$ cat src/rtl/ooo_pkg.sv
package ooo_pkg;

  // Datapath and tag widths.
  localparam int xlen = 32;
  localparam int tag_w = 6;
  localparam int num_phys_regs = 64;
  localparam int inst_num_w = 32;

  // Reservation station geometry.
  localparam int rs_depth = 8;
  localparam int rs_idx_w = $clog2(rs_depth);

  // Shift amount width, taken from the low bits of operand b.
  localparam int shamt_w = 5;

  typedef enum logic [3:0] {
    op_add  = 4'd0,
    op_sub  = 4'd1,
    op_and  = 4'd2,
    op_or   = 4'd3,
    op_xor  = 4'd4,
    op_sll  = 4'd5,
    op_srl  = 4'd6,
    op_sra  = 4'd7,  // Arithmetic shift, sign fills from the top.
    op_slt  = 4'd8,  // Signed compare.
    op_sltu = 4'd9   // Unsigned compare.
  } alu_op_e;

endpackage

$ cat src/rtl/issue_if.sv
`timescale 1ns/10ps

interface issue_if import ooo_pkg::*; ();

  logic                  valid;
  logic [inst_num_w-1:0] inst_num;
  alu_op_e               op;
  logic                  src1_pc;  // Operand a comes from the PC.
  logic                  src2_imm; // Operand b comes from the immediate.
  logic [tag_w-1:0]      tag1;
  logic [tag_w-1:0]      tag2;
  logic [tag_w-1:0]      rd;
  logic [xlen-1:0]       pc;
  logic [xlen-1:0]       imm;

  modport issuer (
    output valid, inst_num, op, src1_pc, src2_imm, tag1, tag2, rd, pc, imm
  );

  modport executor (
    input valid, inst_num, op, src1_pc, src2_imm, tag1, tag2, rd, pc, imm
  );

endinterface

$ cat src/rtl/result_bus_if.sv
`timescale 1ns/10ps

interface result_bus_if import ooo_pkg::*; ();

  logic                  valid;
  logic [tag_w-1:0]      tag;
  logic [xlen-1:0]       data;
  logic [inst_num_w-1:0] inst_num;

  modport producer (
    output valid, tag, data, inst_num
  );

  modport consumer (
    input valid, tag, data, inst_num
  );

endinterface

$ cat src/rtl/int_alu.sv
`timescale 1ns/10ps

module int_alu import ooo_pkg::*; (
  input  logic             clk,
  input  logic             arst_n,
  input  logic             flush,
  input  logic [xlen-1:0]  rd_data_a,
  input  logic [xlen-1:0]  rd_data_b,
  output logic [tag_w-1:0] rd_tag_a,
  output logic [tag_w-1:0] rd_tag_b,
  issue_if.executor        issue,
  result_bus_if.producer   alu_bus
);

  logic [xlen-1:0]    op_a;
  logic [xlen-1:0]    op_b;
  logic [xlen-1:0]    result;
  logic [shamt_w-1:0] shamt;

  assign rd_tag_a = issue.tag1;
  assign rd_tag_b = issue.tag2;

  assign op_a  = issue.src1_pc ? issue.pc : rd_data_a;
  assign op_b  = issue.src2_imm ? issue.imm : rd_data_b;
  assign shamt = op_b[shamt_w-1:0];

  always_comb begin
    case (issue.op)
      op_add:  result = op_a + op_b;
      op_sub:  result = op_a - op_b;
      op_and:  result = op_a & op_b;
      op_or:   result = op_a | op_b;
      op_xor:  result = op_a ^ op_b;
      op_sll:  result = op_a << shamt;
      op_srl:  result = op_a >> shamt;
      op_sra:  result = $unsigned($signed(op_a) >>> shamt);
      op_slt:  result = {{(xlen - 1){1'b0}}, $signed(op_a) < $signed(op_b)};
      op_sltu: result = {{(xlen - 1){1'b0}}, op_a < op_b};
      default: result = '0;
    endcase
  end

  always_ff @(posedge clk or negedge arst_n) begin
    if (!arst_n) begin
      alu_bus.valid <= 1'b0;
    end else begin
      alu_bus.valid <= issue.valid && !flush;  // A flush drops the op in flight.
    end
  end

  always_ff @(posedge clk) begin
    if (issue.valid) begin
      alu_bus.tag      <= issue.rd;
      alu_bus.data     <= result;
      alu_bus.inst_num <= issue.inst_num;
    end
  end

endmodule

$ cat src/flat_wrapper.sv
// flat-port wrapper written by rule: the top's interface ports become plain ports
module int_alu_flat import ooo_pkg::*;
  (clk, arst_n, flush, rd_data_a, rd_data_b, rd_tag_a, rd_tag_b, issue_valid, issue_inst_num, issue_op, issue_src1_pc, issue_src2_imm, issue_tag1, issue_tag2, issue_rd, issue_pc, issue_imm, alu_bus_valid, alu_bus_tag, alu_bus_data, alu_bus_inst_num);
  issue_if issue_i ();
  result_bus_if alu_bus_i ();
  input  logic clk;
  input  logic arst_n;
  input  logic flush;
  input  logic [xlen-1:0] rd_data_a;
  input  logic [xlen-1:0] rd_data_b;
  output logic [tag_w-1:0] rd_tag_a;
  output logic [tag_w-1:0] rd_tag_b;
  input wire logic [$bits(issue_i.valid)-1:0] issue_valid;
  input wire logic [$bits(issue_i.inst_num)-1:0] issue_inst_num;
  input wire logic [$bits(issue_i.op)-1:0] issue_op;
  input wire logic [$bits(issue_i.src1_pc)-1:0] issue_src1_pc;
  input wire logic [$bits(issue_i.src2_imm)-1:0] issue_src2_imm;
  input wire logic [$bits(issue_i.tag1)-1:0] issue_tag1;
  input wire logic [$bits(issue_i.tag2)-1:0] issue_tag2;
  input wire logic [$bits(issue_i.rd)-1:0] issue_rd;
  input wire logic [$bits(issue_i.pc)-1:0] issue_pc;
  input wire logic [$bits(issue_i.imm)-1:0] issue_imm;
  output wire logic [$bits(alu_bus_i.valid)-1:0] alu_bus_valid;
  output wire logic [$bits(alu_bus_i.tag)-1:0] alu_bus_tag;
  output wire logic [$bits(alu_bus_i.data)-1:0] alu_bus_data;
  output wire logic [$bits(alu_bus_i.inst_num)-1:0] alu_bus_inst_num;
  assign issue_i.valid = issue_valid;
  assign issue_i.inst_num = issue_inst_num;
  assign issue_i.op = issue_op;
  assign issue_i.src1_pc = issue_src1_pc;
  assign issue_i.src2_imm = issue_src2_imm;
  assign issue_i.tag1 = issue_tag1;
  assign issue_i.tag2 = issue_tag2;
  assign issue_i.rd = issue_rd;
  assign issue_i.pc = issue_pc;
  assign issue_i.imm = issue_imm;
  assign alu_bus_valid = alu_bus_i.valid;
  assign alu_bus_tag = alu_bus_i.tag;
  assign alu_bus_data = alu_bus_i.data;
  assign alu_bus_inst_num = alu_bus_i.inst_num;
  int_alu u_core (.clk(clk), .arst_n(arst_n), .flush(flush), .rd_data_a(rd_data_a), .rd_data_b(rd_data_b), .rd_tag_a(rd_tag_a), .rd_tag_b(rd_tag_b), .issue(issue_i), .alu_bus(alu_bus_i));
endmodule
$ cat config.mk
export PLATFORM = sky130hd
export DESIGN_NAME = int_alu_flat
export DESIGN_NICKNAME = d
export VERILOG_FILES = /design/src/rtl/ooo_pkg.sv /design/src/rtl/issue_if.sv /design/src/rtl/result_bus_if.sv /design/src/rtl/int_alu.sv /design/src/flat_wrapper.sv
export SDC_FILE = /design/constraint.sdc
export NUM_CORES = 1
export LEC_CHECK = 0
export BUFFER_PORTS_ARGS = -buffer_cell sky130_fd_sc_hd__buf_2
export CAP_MARGIN = 20
export CORE_MARGIN = 2
export CORE_UTILIZATION = 23
export DETAILED_ROUTE_END_ITERATION = 8
export HOLD_SLACK_MARGIN = 0.03
export SYNTH_ARGS = -nofsm -noshare
export SYNTH_HDL_FRONTEND = slang
export SYNTH_SLANG_ARGS = --single-unit
$ cat constraint.sdc
create_clock -name clk -period 0.8 [get_ports clk]
set_input_delay 0.16 -clock clk [delete_from_list [all_inputs] [get_ports clk]]
set_output_delay 0.16 -clock clk [all_outputs]
set_load 0.02 [all_outputs]
==> flow_summary.json <==
{
  "path_cells": "buf_12 > mux2i_4 > inv_4 > ha_4 > inv_2 > fa_2 > and2b_1 > o21ai_2 > o211a_4 > a211oi_4 > a41oi_4 > buf_6 > o211ai_1 > o311ai_2 > or4_1 > nand3_1",
  "startpoint": "issue_src2_imm",
  "drive_gt1_share_pct": 49.57,
  "grt_start_max_net_pins": 61,
  "cts_tree": "built",
  "worstSetupPathDepth": 16,
  "fin_crit_sh_pct": 383.9,
  "crit_path_end": "u_core.alu_bus.data[28]",
  "overflow": 0,
  "cts.htree.levels": 3,
  "die-area_um2": 52860,
  "worstMarginPinSlew_ps": 1068,
  "critical_path_buf_inv_count": 4,
  "drv_slew": 0,
  "async_reset_ff_share_pct": 1.408,
  "io_buffers": 246,
  "max_freq_mhz": 325.6,
  "start_util_pct": 23.35,
  "grt_pass1_vias": 14906,
  "crit_arrival_ps": 3290,
  "required_ps": 1020,
  "fin_area_um2": 21070,
  "cts_buffers": 9,
  "placed_area_um2": 17560,
  "layoutNonFillerInstCount": 2988,
  "min_period_ps": 3071,
  "finalHoldViolations": 0,
  "drc": 0,
  "wl_um": 68400,
  "cts.sinks": 71,
  "synth_nets": 1804,
  "cp_max_fo": 5,
  "synth_edf_count": 70,
  "die_w_um": 229.9,
  "ir_worst_vdd_v": 0.0009764,
  "nets": 2597,
  "synth_area_leaders": "edfxtp_1, mux2i_1, ha_1, o21ai_0, nand2_1",
  "dp_hpwl_um": 54610,
  "ys_warn_count": 0,
  "finalWeightedCongestion": 1.003,
  "core_area_um2": 50270,
  "clkSlewWorstSetupHoldPaths_ps": 60,
  "p_leak_nw": 9.477,
  "grt_pass1_wl_um": 96190,
  "ioPinCount": 271,
  "syn_area_um2": 11740,
  "cpLargestDelayFamily": "compound AO/OA/AOI/OAI gates",
  "p_per_area_nw_per_um2": 1334,
  "synth_ff_type": "edfxtp_1",
  "outcome": "finished, violations left",
  "place_inst": 2861,
  "maxCapViolCount": 0,
  "yosys.area.top_type_share_pct": 17.91,
  "worst_slack_ps": -2271,
  "rows": 82,
  "hold_path.class": "primary input to async pin",
  "end_kind": "flip-flop",
  "crit_path_top_delay_cell": "or4_1",
  "area_growth_syn_to_layout_pct": 79.49,
  "track_usage_pct": 24.14,
  "antenna_found_initial": 6,
  "slowest_delay_ps": 510,
  "seq_area_frac_synth_pct": 18.12,
  "slew_headroom_pct": 28.17,
  "drtIter0Drc": 1386,
  "wl_per_cell_um": 22.89,
  "critPathLaunchType": "primary input",
  "ys_types": 88,
  "first_pass_iters": 5,
  "avgSynthCellArea_um2": 7.742,
  "setup_violations": 103,
  "drt-vias-per-instance": 5.194,
  "violations": "negative setup slack",
  "synth_cells": 1516,
  "num_vias": 15519,
  "ant_nets": 0,
  "final_core_util_pct": 41.91,
  "synth_top_area_cell": "edfxtp_1",
  "fp.dieH_um": 229.9,
  "grt_setup_unrepaired": "true",
  "clock_path_buffers": 2,
  "ys_seq_elements": 71,
  "cts_root_buf": "clkbuf_16",
  "path_class": "primary input to flip-flop"
}
## cells in the mapped netlist, types with 17 or more instances
master    instances
a211oi_1         28
a21oi_1         108
a221oi_1         27
buf_2            36
clkbuf_1         52
edfxtp_1         70
ha_1             98
inv_1            93
mux2i_1         144
nand2_1         148
nand3_1          32
nor2_1          141
nor3_1           32
o211ai_1         44
o21ai_0         111
o21ai_1          22
or3_1            17
xnor2_1          23
## metrics by stage
step | hold slack [ps] | setup TNS [ps] | setup slack (ps) | power, mW
floorplan | -135.6 | -72450 | -2712 | 12.36
global placement | -65.48 | -91670 | -2970 | 20.03
detailed placement | -65.14 | -92140 | -2997 | 20.12
CTS | 103.2 | -81080 | -2186 | 26.22
global route | 115.2 | -86440 | -2349 | 29.31
finish | 122.0 | -82120 | -2271 | 28.10
## cells by family after synthesis
| group | count (synthesis) | synth area share [%] |
|---|---|---|
| and+or+nand+nor | 443 | 17.16 |
| AOI/OAI and AO/OA | 482 | 27.21 |
| muxes | 171 | 15.94 |
| xor gates and xnor gates | 25 | 1.865 |
| DFF | 71 | 18.12 |
| adders and majority gates | 100 | 10.79 |
| buffers and inverters | 224 | 8.912 |
## sequential cells by signal (all words and copies together) (netlist names)
| name | count |
|---|---|
| u_core.alu_bus.tag | 6 |
| u_core.alu_bus.valid | 1 |
| u_core.alu_bus.inst_num | 32 |
| u_core.alu_bus.data | 32 |
## worst min-delay path by stage
stage | endpoint
floorplan | u_core.alu_bus.valid
global route | u_core.alu_bus.valid
global placement | u_core.alu_bus.valid
finish | u_core.alu_bus.valid
detailed placement | u_core.alu_bus.valid
CTS | u_core.alu_bus.valid
## power breakdown
group | switching (mW) | leakage [nW] | total [mW] | internal, mW
Combinational | 10.1 | 8.64 | 19.2 | 9.11
Sequential | 0.228 | 0.693 | 4.79 | 4.56
Clock | 1.70 | 0.143 | 4.13 | 2.44
Total | 12.0 | 9.48 | 28.1 | 16.1
## layout make-up
type / instances / area [µm²]
inverter: 99 / 379.1
multi-input combinational: 1221 / 10190
sequential: 71 / 2127
timing repair buffer: 907 / 7231
clock inverter: 6 / 68.82
tap: 672 / 840.8
clock buffer: 10 / 229.0
antenna: 2 / 5.005
fill: 4984 / 29210
## cells in the final DEF, fill, tap and decap left out, types with 17 or more instances in the layout
| cell | synthesis | final |
|---|---|---|
| buf_4 | 16 | 554 |
| buf_2 | 36 | 191 |
| nand2_1 | 148 | 142 |
| nor2_1 | 141 | 130 |
| mux2i_1 | 144 | 117 |
| buf_6 | 10 | 89 |
| a21oi_1 | 108 | 85 |
| inv_1 | 93 | 82 |
| o21ai_0 | 111 | 70 |
| edfxtp_1 | 70 | 70 |
| ha_1 | 98 | 61 |
| o211ai_1 | 44 | 44 |
| o21ai_1 | 22 | 40 |
| dlygate4sd3_1 | 0 | 40 |
| nand3_1 | 32 | 28 |
| nor3_1 | 32 | 27 |
| ha_4 | 0 | 27 |
| mux2i_4 | 7 | 26 |
| a221oi_1 | 27 | 23 |
| a211oi_1 | 28 | 22 |
| xnor2_1 | 23 | 19 |
| o21ai_2 | 0 | 17 |
## timing repair
action | CTS | global route
hold buffers | 40 | 0
pin swaps | 74 | 90
hold endpoints to repair | 40 | 0
setup buffers | 33 | 38
endpoints found under the setup margin | 103 | 103
cloned | 4 | 3
resized for setup | 283 | 215
## metal layers
metal  wire [µm]  vias up  GRT usage [%]
met4        3738        6          10.97
met3        4810      116          2.381
met5          43        -              0
li1            -     7188              -
met1       28290     7480          31.87
met2       31520      729          39.69
No activity file was read; power rests on OpenSTA's default activity.
