### config.mk
export PLATFORM = sky130hd
export DESIGN_NAME = alu_rs_flat
export DESIGN_NICKNAME = d
export VERILOG_FILES = /design/src/rtl/ooo_pkg.sv /design/src/rtl/issue_if.sv /design/src/rtl/result_bus_if.sv /design/src/rtl/alu_rs.sv /design/src/flat_wrapper.sv
export SDC_FILE = /design/constraint.sdc
export NUM_CORES = 1
export LEC_CHECK = 0
export BUFFER_PORTS_ARGS = -buffer_cell sky130_fd_sc_hd__buf_2
export CORE_MARGIN = 2
export CORE_UTILIZATION = 45
export CTS_CLUSTER_SIZE = 16
export DETAILED_ROUTE_END_ITERATION = 10
export GPL_TIMING_DRIVEN = 0
export PLACE_DENSITY = 0.77
export SYNTH_ARGS = -nofsm -noshare
export SYNTH_HDL_FRONTEND = slang
export SYNTH_SLANG_ARGS = --single-unit
### constraint.sdc
create_clock -name clk -period 6.4 [get_ports clk]
set_input_delay 1.28 -clock clk [delete_from_list [all_inputs] [get_ports clk]]
set_output_delay 1.28 -clock clk [all_outputs]
set_load 0.05 [all_outputs]
### src/rtl/ooo_pkg.sv
package ooo_pkg;

  // Datapath and tag widths.
  localparam int xlen = 32;
  localparam int tag_w = 6;
  localparam int num_phys_regs = 64;
  localparam int inst_num_w = 32;

  // Reservation station geometry.
  localparam int rs_depth = 8;
  localparam int rs_idx_w = $clog2(rs_depth);

  // Shift amount width, taken from the low bits of operand b.
  localparam int shamt_w = 5;

  typedef enum logic [3:0] {
    op_add  = 4'd0,
    op_sub  = 4'd1,
    op_and  = 4'd2,
    op_or   = 4'd3,
    op_xor  = 4'd4,
    op_sll  = 4'd5,
    op_srl  = 4'd6,
    op_sra  = 4'd7,  // Arithmetic shift, sign fills from the top.
    op_slt  = 4'd8,  // Signed compare.
    op_sltu = 4'd9   // Unsigned compare.
  } alu_op_e;

endpackage

### src/rtl/issue_if.sv
`timescale 1ns/10ps

interface issue_if import ooo_pkg::*; ();

  logic                  valid;
  logic [inst_num_w-1:0] inst_num;
  alu_op_e               op;
  logic                  src1_pc;  // Operand a comes from the PC.
  logic                  src2_imm; // Operand b comes from the immediate.
  logic [tag_w-1:0]      tag1;
  logic [tag_w-1:0]      tag2;
  logic [tag_w-1:0]      rd;
  logic [xlen-1:0]       pc;
  logic [xlen-1:0]       imm;

  modport issuer (
    output valid, inst_num, op, src1_pc, src2_imm, tag1, tag2, rd, pc, imm
  );

  modport executor (
    input valid, inst_num, op, src1_pc, src2_imm, tag1, tag2, rd, pc, imm
  );

endinterface

### src/rtl/result_bus_if.sv
`timescale 1ns/10ps

interface result_bus_if import ooo_pkg::*; ();

  logic                  valid;
  logic [tag_w-1:0]      tag;
  logic [xlen-1:0]       data;
  logic [inst_num_w-1:0] inst_num;

  modport producer (
    output valid, tag, data, inst_num
  );

  modport consumer (
    input valid, tag, data, inst_num
  );

endinterface

### src/rtl/alu_rs.sv
`timescale 1ns/10ps

module alu_rs import ooo_pkg::*; (
  input  logic                  clk,
  input  logic                  arst_n,
  input  logic                  flush,
  input  logic                  dispatch_valid,
  input  logic [inst_num_w-1:0] dispatch_inst_num,
  input  alu_op_e               dispatch_op,
  input  logic                  dispatch_src1_pc,
  input  logic                  dispatch_src2_imm,
  input  logic [tag_w-1:0]      dispatch_tag1,
  input  logic                  dispatch_rdy1,
  input  logic [tag_w-1:0]      dispatch_tag2,
  input  logic                  dispatch_rdy2,
  input  logic [tag_w-1:0]      dispatch_rd,
  input  logic [xlen-1:0]       dispatch_pc,
  input  logic [xlen-1:0]       dispatch_imm,
  output logic                  dispatch_ready,
  issue_if.issuer               issue,
  result_bus_if.consumer        alu_bus,
  result_bus_if.consumer        ext_bus
);

  logic [rs_depth-1:0]   busy;
  logic [rs_depth-1:0]   rdy1;
  logic [rs_depth-1:0]   rdy2;
  logic [tag_w-1:0]      tag1 [rs_depth];
  logic [tag_w-1:0]      tag2 [rs_depth];

  logic [inst_num_w-1:0] e_inst_num [rs_depth];
  alu_op_e               e_op [rs_depth];
  logic [rs_depth-1:0]   e_src1_pc;
  logic [rs_depth-1:0]   e_src2_imm;
  logic [tag_w-1:0]      e_rd [rs_depth];
  logic [xlen-1:0]       e_pc [rs_depth];
  logic [xlen-1:0]       e_imm [rs_depth];

  logic [rs_idx_w-1:0]   free_idx;
  logic                  free_found;
  logic [rs_idx_w-1:0]   sel_idx;
  logic                  sel_found;
  logic                  dispatch_fire;
  logic                  disp_hit1;
  logic                  disp_hit2;

  // True when either result bus is writing tag t this cycle.
  function automatic logic woken(input logic [tag_w-1:0] t);
    return (alu_bus.valid && (alu_bus.tag == t)) || (ext_bus.valid && (ext_bus.tag == t));
  endfunction

  // Scan from the top so the lowest index is the one left standing.
  always_comb begin
    free_found = 1'b0;
    free_idx   = '0;
    sel_found  = 1'b0;
    sel_idx    = '0;
    for (int i = rs_depth - 1; i >= 0; i--) begin
      if (!busy[i]) begin
        free_found = 1'b1;
        free_idx   = rs_idx_w'(i);
      end
      if (busy[i] && rdy1[i] && rdy2[i]) begin
        sel_found = 1'b1;
        sel_idx   = rs_idx_w'(i);
      end
    end
  end

  assign dispatch_ready = free_found;  // Depends on busy flops only.
  assign dispatch_fire  = dispatch_valid && dispatch_ready;

  // A source produced in the dispatch cycle would otherwise miss its wakeup.
  assign disp_hit1 = dispatch_rdy1 || woken(dispatch_tag1);
  assign disp_hit2 = dispatch_rdy2 || woken(dispatch_tag2);

  always_ff @(posedge clk or negedge arst_n) begin
    if (!arst_n) begin
      busy        <= '0;
      rdy1        <= '0;
      rdy2        <= '0;
      issue.valid <= 1'b0;
    end else if (flush) begin
      busy        <= '0;
      issue.valid <= 1'b0;
    end else begin
      for (int i = 0; i < rs_depth; i++) begin
        if (busy[i] && !rdy1[i] && woken(tag1[i])) begin
          rdy1[i] <= 1'b1;
        end
        if (busy[i] && !rdy2[i] && woken(tag2[i])) begin
          rdy2[i] <= 1'b1;
        end
      end
      if (sel_found) begin
        busy[sel_idx] <= 1'b0;
      end
      // The free slot is never the selected one, since selection needs busy.
      if (dispatch_fire) begin
        busy[free_idx] <= 1'b1;
        rdy1[free_idx] <= disp_hit1;
        rdy2[free_idx] <= disp_hit2;
      end
      issue.valid <= sel_found;
    end
  end

  always_ff @(posedge clk) begin
    if (dispatch_fire) begin
      e_inst_num[free_idx] <= dispatch_inst_num;
      e_op[free_idx]       <= dispatch_op;
      e_src1_pc[free_idx]  <= dispatch_src1_pc;
      e_src2_imm[free_idx] <= dispatch_src2_imm;
      tag1[free_idx]       <= dispatch_tag1;
      tag2[free_idx]       <= dispatch_tag2;
      e_rd[free_idx]       <= dispatch_rd;
      e_pc[free_idx]       <= dispatch_pc;
      e_imm[free_idx]      <= dispatch_imm;
    end
    issue.inst_num <= e_inst_num[sel_idx];  // Qualified by issue.valid downstream.
    issue.op       <= e_op[sel_idx];
    issue.src1_pc  <= e_src1_pc[sel_idx];
    issue.src2_imm <= e_src2_imm[sel_idx];
    issue.tag1     <= tag1[sel_idx];
    issue.tag2     <= tag2[sel_idx];
    issue.rd       <= e_rd[sel_idx];
    issue.pc       <= e_pc[sel_idx];
    issue.imm      <= e_imm[sel_idx];
  end

endmodule

### src/flat_wrapper.sv
// flat-port wrapper written by rule: the top's interface ports become plain ports
module alu_rs_flat import ooo_pkg::*;
  (clk, arst_n, flush, dispatch_valid, dispatch_inst_num, dispatch_op, dispatch_src1_pc, dispatch_src2_imm, dispatch_tag1, dispatch_rdy1, dispatch_tag2, dispatch_rdy2, dispatch_rd, dispatch_pc, dispatch_imm, dispatch_ready, issue_valid, issue_inst_num, issue_op, issue_src1_pc, issue_src2_imm, issue_tag1, issue_tag2, issue_rd, issue_pc, issue_imm, alu_bus_valid, alu_bus_tag, alu_bus_data, alu_bus_inst_num, ext_bus_valid, ext_bus_tag, ext_bus_data, ext_bus_inst_num);
  issue_if issue_i ();
  result_bus_if alu_bus_i ();
  result_bus_if ext_bus_i ();
  input  logic clk;
  input  logic arst_n;
  input  logic flush;
  input  logic dispatch_valid;
  input  logic [inst_num_w-1:0] dispatch_inst_num;
  input  alu_op_e dispatch_op;
  input  logic dispatch_src1_pc;
  input  logic dispatch_src2_imm;
  input  logic [tag_w-1:0] dispatch_tag1;
  input  logic dispatch_rdy1;
  input  logic [tag_w-1:0] dispatch_tag2;
  input  logic dispatch_rdy2;
  input  logic [tag_w-1:0] dispatch_rd;
  input  logic [xlen-1:0] dispatch_pc;
  input  logic [xlen-1:0] dispatch_imm;
  output logic dispatch_ready;
  output wire logic [$bits(issue_i.valid)-1:0] issue_valid;
  output wire logic [$bits(issue_i.inst_num)-1:0] issue_inst_num;
  output wire logic [$bits(issue_i.op)-1:0] issue_op;
  output wire logic [$bits(issue_i.src1_pc)-1:0] issue_src1_pc;
  output wire logic [$bits(issue_i.src2_imm)-1:0] issue_src2_imm;
  output wire logic [$bits(issue_i.tag1)-1:0] issue_tag1;
  output wire logic [$bits(issue_i.tag2)-1:0] issue_tag2;
  output wire logic [$bits(issue_i.rd)-1:0] issue_rd;
  output wire logic [$bits(issue_i.pc)-1:0] issue_pc;
  output wire logic [$bits(issue_i.imm)-1:0] issue_imm;
  input wire logic [$bits(alu_bus_i.valid)-1:0] alu_bus_valid;
  input wire logic [$bits(alu_bus_i.tag)-1:0] alu_bus_tag;
  input wire logic [$bits(alu_bus_i.data)-1:0] alu_bus_data;
  input wire logic [$bits(alu_bus_i.inst_num)-1:0] alu_bus_inst_num;
  input wire logic [$bits(ext_bus_i.valid)-1:0] ext_bus_valid;
  input wire logic [$bits(ext_bus_i.tag)-1:0] ext_bus_tag;
  input wire logic [$bits(ext_bus_i.data)-1:0] ext_bus_data;
  input wire logic [$bits(ext_bus_i.inst_num)-1:0] ext_bus_inst_num;
  assign issue_valid = issue_i.valid;
  assign issue_inst_num = issue_i.inst_num;
  assign issue_op = issue_i.op;
  assign issue_src1_pc = issue_i.src1_pc;
  assign issue_src2_imm = issue_i.src2_imm;
  assign issue_tag1 = issue_i.tag1;
  assign issue_tag2 = issue_i.tag2;
  assign issue_rd = issue_i.rd;
  assign issue_pc = issue_i.pc;
  assign issue_imm = issue_i.imm;
  assign alu_bus_i.valid = alu_bus_valid;
  assign alu_bus_i.tag = alu_bus_tag;
  assign alu_bus_i.data = alu_bus_data;
  assign alu_bus_i.inst_num = alu_bus_inst_num;
  assign ext_bus_i.valid = ext_bus_valid;
  assign ext_bus_i.tag = ext_bus_tag;
  assign ext_bus_i.data = ext_bus_data;
  assign ext_bus_i.inst_num = ext_bus_inst_num;
  alu_rs u_core (.clk(clk), .arst_n(arst_n), .flush(flush), .dispatch_valid(dispatch_valid), .dispatch_inst_num(dispatch_inst_num), .dispatch_op(dispatch_op), .dispatch_src1_pc(dispatch_src1_pc), .dispatch_src2_imm(dispatch_src2_imm), .dispatch_tag1(dispatch_tag1), .dispatch_rdy1(dispatch_rdy1), .dispatch_tag2(dispatch_tag2), .dispatch_rdy2(dispatch_rdy2), .dispatch_rd(dispatch_rd), .dispatch_pc(dispatch_pc), .dispatch_imm(dispatch_imm), .dispatch_ready(dispatch_ready), .issue(issue_i), .alu_bus(alu_bus_i), .ext_bus(ext_bus_i));
endmodule
==> impl_metrics.prom <==
# TYPE chip_impl_metric gauge
chip_impl_metric{name="count_of_flip_flops_with_a_built_in_enable_after_synthesis",unit=""} 960
chip_impl_metric{name="die-height",unit="um"} 313
chip_impl_metric{name="vias",unit=""} 27127
chip_impl_metric{name="synth_area",unit="um^2"} 42970
chip_impl_metric{name="grt_pass1_wl",unit="um"} 171900
chip_impl_metric{name="dr.first_iter.drc_count",unit=""} 3404
chip_impl_metric{name="static-leakage-power",unit="nW"} 17.53
chip_impl_info{name="top_usage_layer",value="met2"} 1
chip_impl_metric{name="via_count_of_the_first_global_routing_pass",unit=""} 26924
chip_impl_metric{name="maxCapViolations",unit=""} 0
chip_impl_metric{name="die_area",unit="um^2"} 97970
chip_impl_metric{name="place_hpwl",unit="um"} 73940
chip_impl_metric{name="tightest_slew",unit="ns"} 1.205
chip_impl_metric{name="finalWorstPathRequiredPeriod",unit="ns"} 3.777
chip_impl_info{name="post-synth-top-area-cell",value="sky130_fd_sc_hd__edfxtp_1"} 1
chip_impl_info{name="grt_setup_unrepaired",value="no"} 1
chip_impl_metric{name="cts-root-to-sink-buffers",unit=""} 3
chip_impl_info{name="tritoncts",value="built"} 1
chip_impl_metric{name="fillers",unit=""} 7469
chip_impl_info{name="synth_top_cells_by_area",value="sky130_fd_sc_hd__edfxtp_1 67%, sky130_fd_sc_hd__dfxtp_1 5.6%, sky130_fd_sc_hd__a221oi_1 3.3%"} 1
chip_impl_info{name="criticalPathCategory",value="flop to flop"} 1
chip_impl_metric{name="fp.dieW",unit="um"} 313
chip_impl_metric{name="synth-seq-area-share",unit="%"} 74.14
chip_impl_metric{name="synthDistinctLibCells",unit=""} 48
chip_impl_metric{name="numClockSinks",unit=""} 1105
chip_impl_metric{name="initial_utilization",unit="%"} 45.29
chip_impl_metric{name="clock_insertion_delay_worst_skew",unit="ns"} 0.70
chip_impl_metric{name="post-place-cells",unit=""} 4308
chip_impl_metric{name="place.gp.congestion",unit=""} 0.9371
chip_impl_metric{name="grt_overflow",unit=""} 0
chip_impl_metric{name="detail_route.drc_violations",unit=""} 0
chip_impl_metric{name="area_delta_synth_final",unit="%"} 15.78
chip_impl_metric{name="slew-limit-headroom",unit="%"} 19.66
chip_impl_metric{name="grt_use_met1",unit="%"} 30.81
chip_impl_metric{name="vdd_drop_max",unit="mV"} 0.2872
chip_impl_metric{name="yosysWarningCount",unit=""} 0
chip_impl_metric{name="cp_data_required_time",unit="ns"} 6.90
chip_impl_metric{name="drv_slew",unit=""} 0
chip_impl_metric{name="postLayoutCoreUtil",unit="%"} 52.44
chip_impl_metric{name="drt-wirelength-per-cell",unit="um"} 26.11
chip_impl_info{name="clockRootBuffer",value="sky130_fd_sc_hd__clkbuf_16"} 1
chip_impl_metric{name="boundaryPins",unit=""} 390
chip_impl_metric{name="numCtsBuffers",unit=""} 106
chip_impl_metric{name="setup_violations",unit=""} 0
chip_impl_metric{name="finalPower",unit="W"} 0.01592
chip_impl_info{name="cp-end-kind",value="flop"} 1
chip_impl_metric{name="clk_transition_reported_paths",unit="ns"} 0.06
chip_impl_metric{name="async_flop_share",unit="%"} 2.262
chip_impl_metric{name="post-cts-setup-buffers",unit=""} 0
chip_impl_metric{name="h-tree-depth",unit=""} 3
chip_impl_metric{name="core_area",unit="um^2"} 94870
chip_impl_metric{name="count_of_cells_resized_by_post_cts_repair",unit=""} 0
chip_impl_metric{name="fin_setup_tns",unit="ns"} 0
chip_impl_metric{name="design.final.nets",unit=""} 3419
chip_impl_metric{name="grt_use_met3",unit="%"} 5.571
chip_impl_info{name="critical_path.startpoint_type",value="flop"} 1
chip_impl_info{name="run_status",value="finished, final reports clean"} 1
chip_impl_metric{name="power_per_cell_area",unit="nW/um^2"} 319.9
chip_impl_metric{name="synth_fp_nets",unit=""} 3053
chip_impl_metric{name="hold_viol",unit=""} 0
chip_impl_metric{name="drive_above_1_share",unit="%"} 17.11
chip_impl_metric{name="wl",unit="um"} 118000
chip_impl_info{name="ys.flop_type",value="sky130_fd_sc_hd__edfxtp_1"} 1
chip_impl_metric{name="crit_arrival",unit="ns"} 4.28
chip_impl_metric{name="critPathMaxFanout",unit=""} 10
chip_impl_metric{name="cts-hold-fix-buffers",unit=""} 0
chip_impl_metric{name="numPortBuffers",unit=""} 246
chip_impl_metric{name="layout_worst_path_cycle_share",unit="%"} 59.02
chip_impl_metric{name="syn-instance-count",unit=""} 2785
chip_impl_metric{name="final_worst_clock_skew",unit="ns"} 0.03225
chip_impl_metric{name="grt_max_degree",unit=""} 78
chip_impl_metric{name="fin_cells",unit=""} 4520
chip_impl_metric{name="met2_usage",unit="%"} 37.16
chip_impl_info{name="synth_common_cells",value="960 x sky130_fd_sc_hd__edfxtp_1, 252 x sky130_fd_sc_hd__nand2_1, 160 x sky130_fd_sc_hd__a221oi_1"} 1
chip_impl_metric{name="vias_per_cell",unit=""} 6.002
chip_impl_metric{name="rows",unit=""} 113
chip_impl_metric{name="firstDrtPassIters",unit=""} 6
chip_impl_info{name="yosys.cell_count.top_type",value="sky130_fd_sc_hd__edfxtp_1"} 1
chip_impl_metric{name="syn-mean-instance-area",unit="um^2"} 15.43
chip_impl_metric{name="ant_nets",unit=""} 0
chip_impl_metric{name="grt_use_total",unit="%"} 23.47
chip_impl_metric{name="ys_ff_latch",unit=""} 1105
chip_impl_metric{name="yosysTopAreaCellShare",unit="%"} 67.09
chip_impl_metric{name="fmax",unit="MHz"} 264.7
chip_impl_metric{name="antenna_found_initial",unit=""} 31
chip_impl_info{name="hold_path.class",value="flop to flop"} 1
## where the power goes
group | internal [W] | switching [W] | total, W | leakage, nW
Combinational | 0.000353 | 0.00102 | 0.00138 | 5.71
Sequential | 0.00806 | 0.0000899 | 0.00815 | 10.1
Clock | 0.00370 | 0.00269 | 0.00639 | 1.75
Total | 0.0121 | 0.00380 | 0.0159 | 17.5
## worst paths after layout
path / from / end / slack [ns] / cells past startpoint
max reg2reg: u_core.busy[7] / u_core.issue.tag1[4] / 2.62 / 7
min in group asynchronous: arst_n / u_core.issue.valid / 0.61 / 1
min: u_core.rdy1[6] / u_core.rdy1[6] / 0.49 / 1
max: u_core.busy[7] / u_core.issue.tag1[4] / 2.62 / 7
min reg2reg: u_core.rdy1[6] / u_core.rdy1[6] / 0.49 / 1
max in group asynchronous: arst_n / u_core.rdy1[0] / 5.36 / 1
## cells in the final DEF, fill, tap and decap left out, drive strengths merged, types with 112 or more instances in the layout
cell type  instances
a221oi           180
buf              369
clkbuf           258
dfxtp            120
edfxtp           960
mux2i            120
nand2            253
nand3            158
o21ai            112
## per-layer routing
layer | share of wire, % | vias up
met4 | 4.2 | 22
met1 | 39 | 13512
li1 | - | 11709
met3 | 9.8 | 295
met2 | 47 | 1589
met5 | 0.12 | -
## cells by family (layout without fill, tap and decap cells)
family / after synthesis / in the layout / share of synthesized area, %
buffers and inverters: 220 / 678 / 2.449
AOI/OAI and AO/OA: 584 / 584 / 10.24
muxes: 122 / 122 / 2.848
other: 0 / 12 / 0
DFF: 1105 / 1105 / 74.14
and+or+nand+nor: 538 / 538 / 5.920
xor gates and xnor gates: 216 / 216 / 4.403
## layout make-up
| class | count | area [um^2] | share of cell area, % |
|---|---|---|---|
| diodes | 12 | 30.03 | 0.06036 |
| plain buffers | 211 | 1018 | 2.047 |
| clock buffers | 158 | 3029 | 6.089 |
| clock inverters | 42 | 564.3 | 1.134 |
| inverters | 9 | 68.82 | 0.1383 |
| multi-input cells | 1460 | 10070 | 20.23 |
| flip-flops and latches | 1105 | 31860 | 64.04 |
| well taps | 1265 | 1583 | 3.182 |
| repair buffers | 258 | 1531 | 3.079 |
## per-stage QoR
step / hold WS (ns) / instance area (um^2) / worst slack (ns)
final: 0.4910 / 49750 / 2.623
after detailed placement: 0.4725 / 46120 / 2.838
after CTS: 0.4861 / 49720 / 2.806
after global placement: 0.4648 / 45780 / -1.543
after global routing: 0.5131 / 49740 / 2.551
after floorplan: 0.4520 / 42970 / 1.554
## registers in the layout, indices dropped and copies added (netlist names), 48 cells and up
signal	count
u_core.e_imm	256
u_core.e_inst_num	256
u_core.e_pc	256
u_core.e_rd	48
u_core.tag1	48
u_core.tag2	48
## worst max-delay path, cell delays in order (launching register included)
cell                       delay [ns]
sky130_fd_sc_hd__dfrtp_1         0.54
sky130_fd_sc_hd__and3_1          0.29
sky130_fd_sc_hd__o211ai_4        0.31
sky130_fd_sc_hd__nor2_2          0.86
sky130_fd_sc_hd__clkbuf_1        0.74
sky130_fd_sc_hd__a22o_1          0.23
sky130_fd_sc_hd__a221oi_1        0.07
sky130_fd_sc_hd__o22ai_1         0.52
No activity file was read; power rests on OpenSTA's default activity.
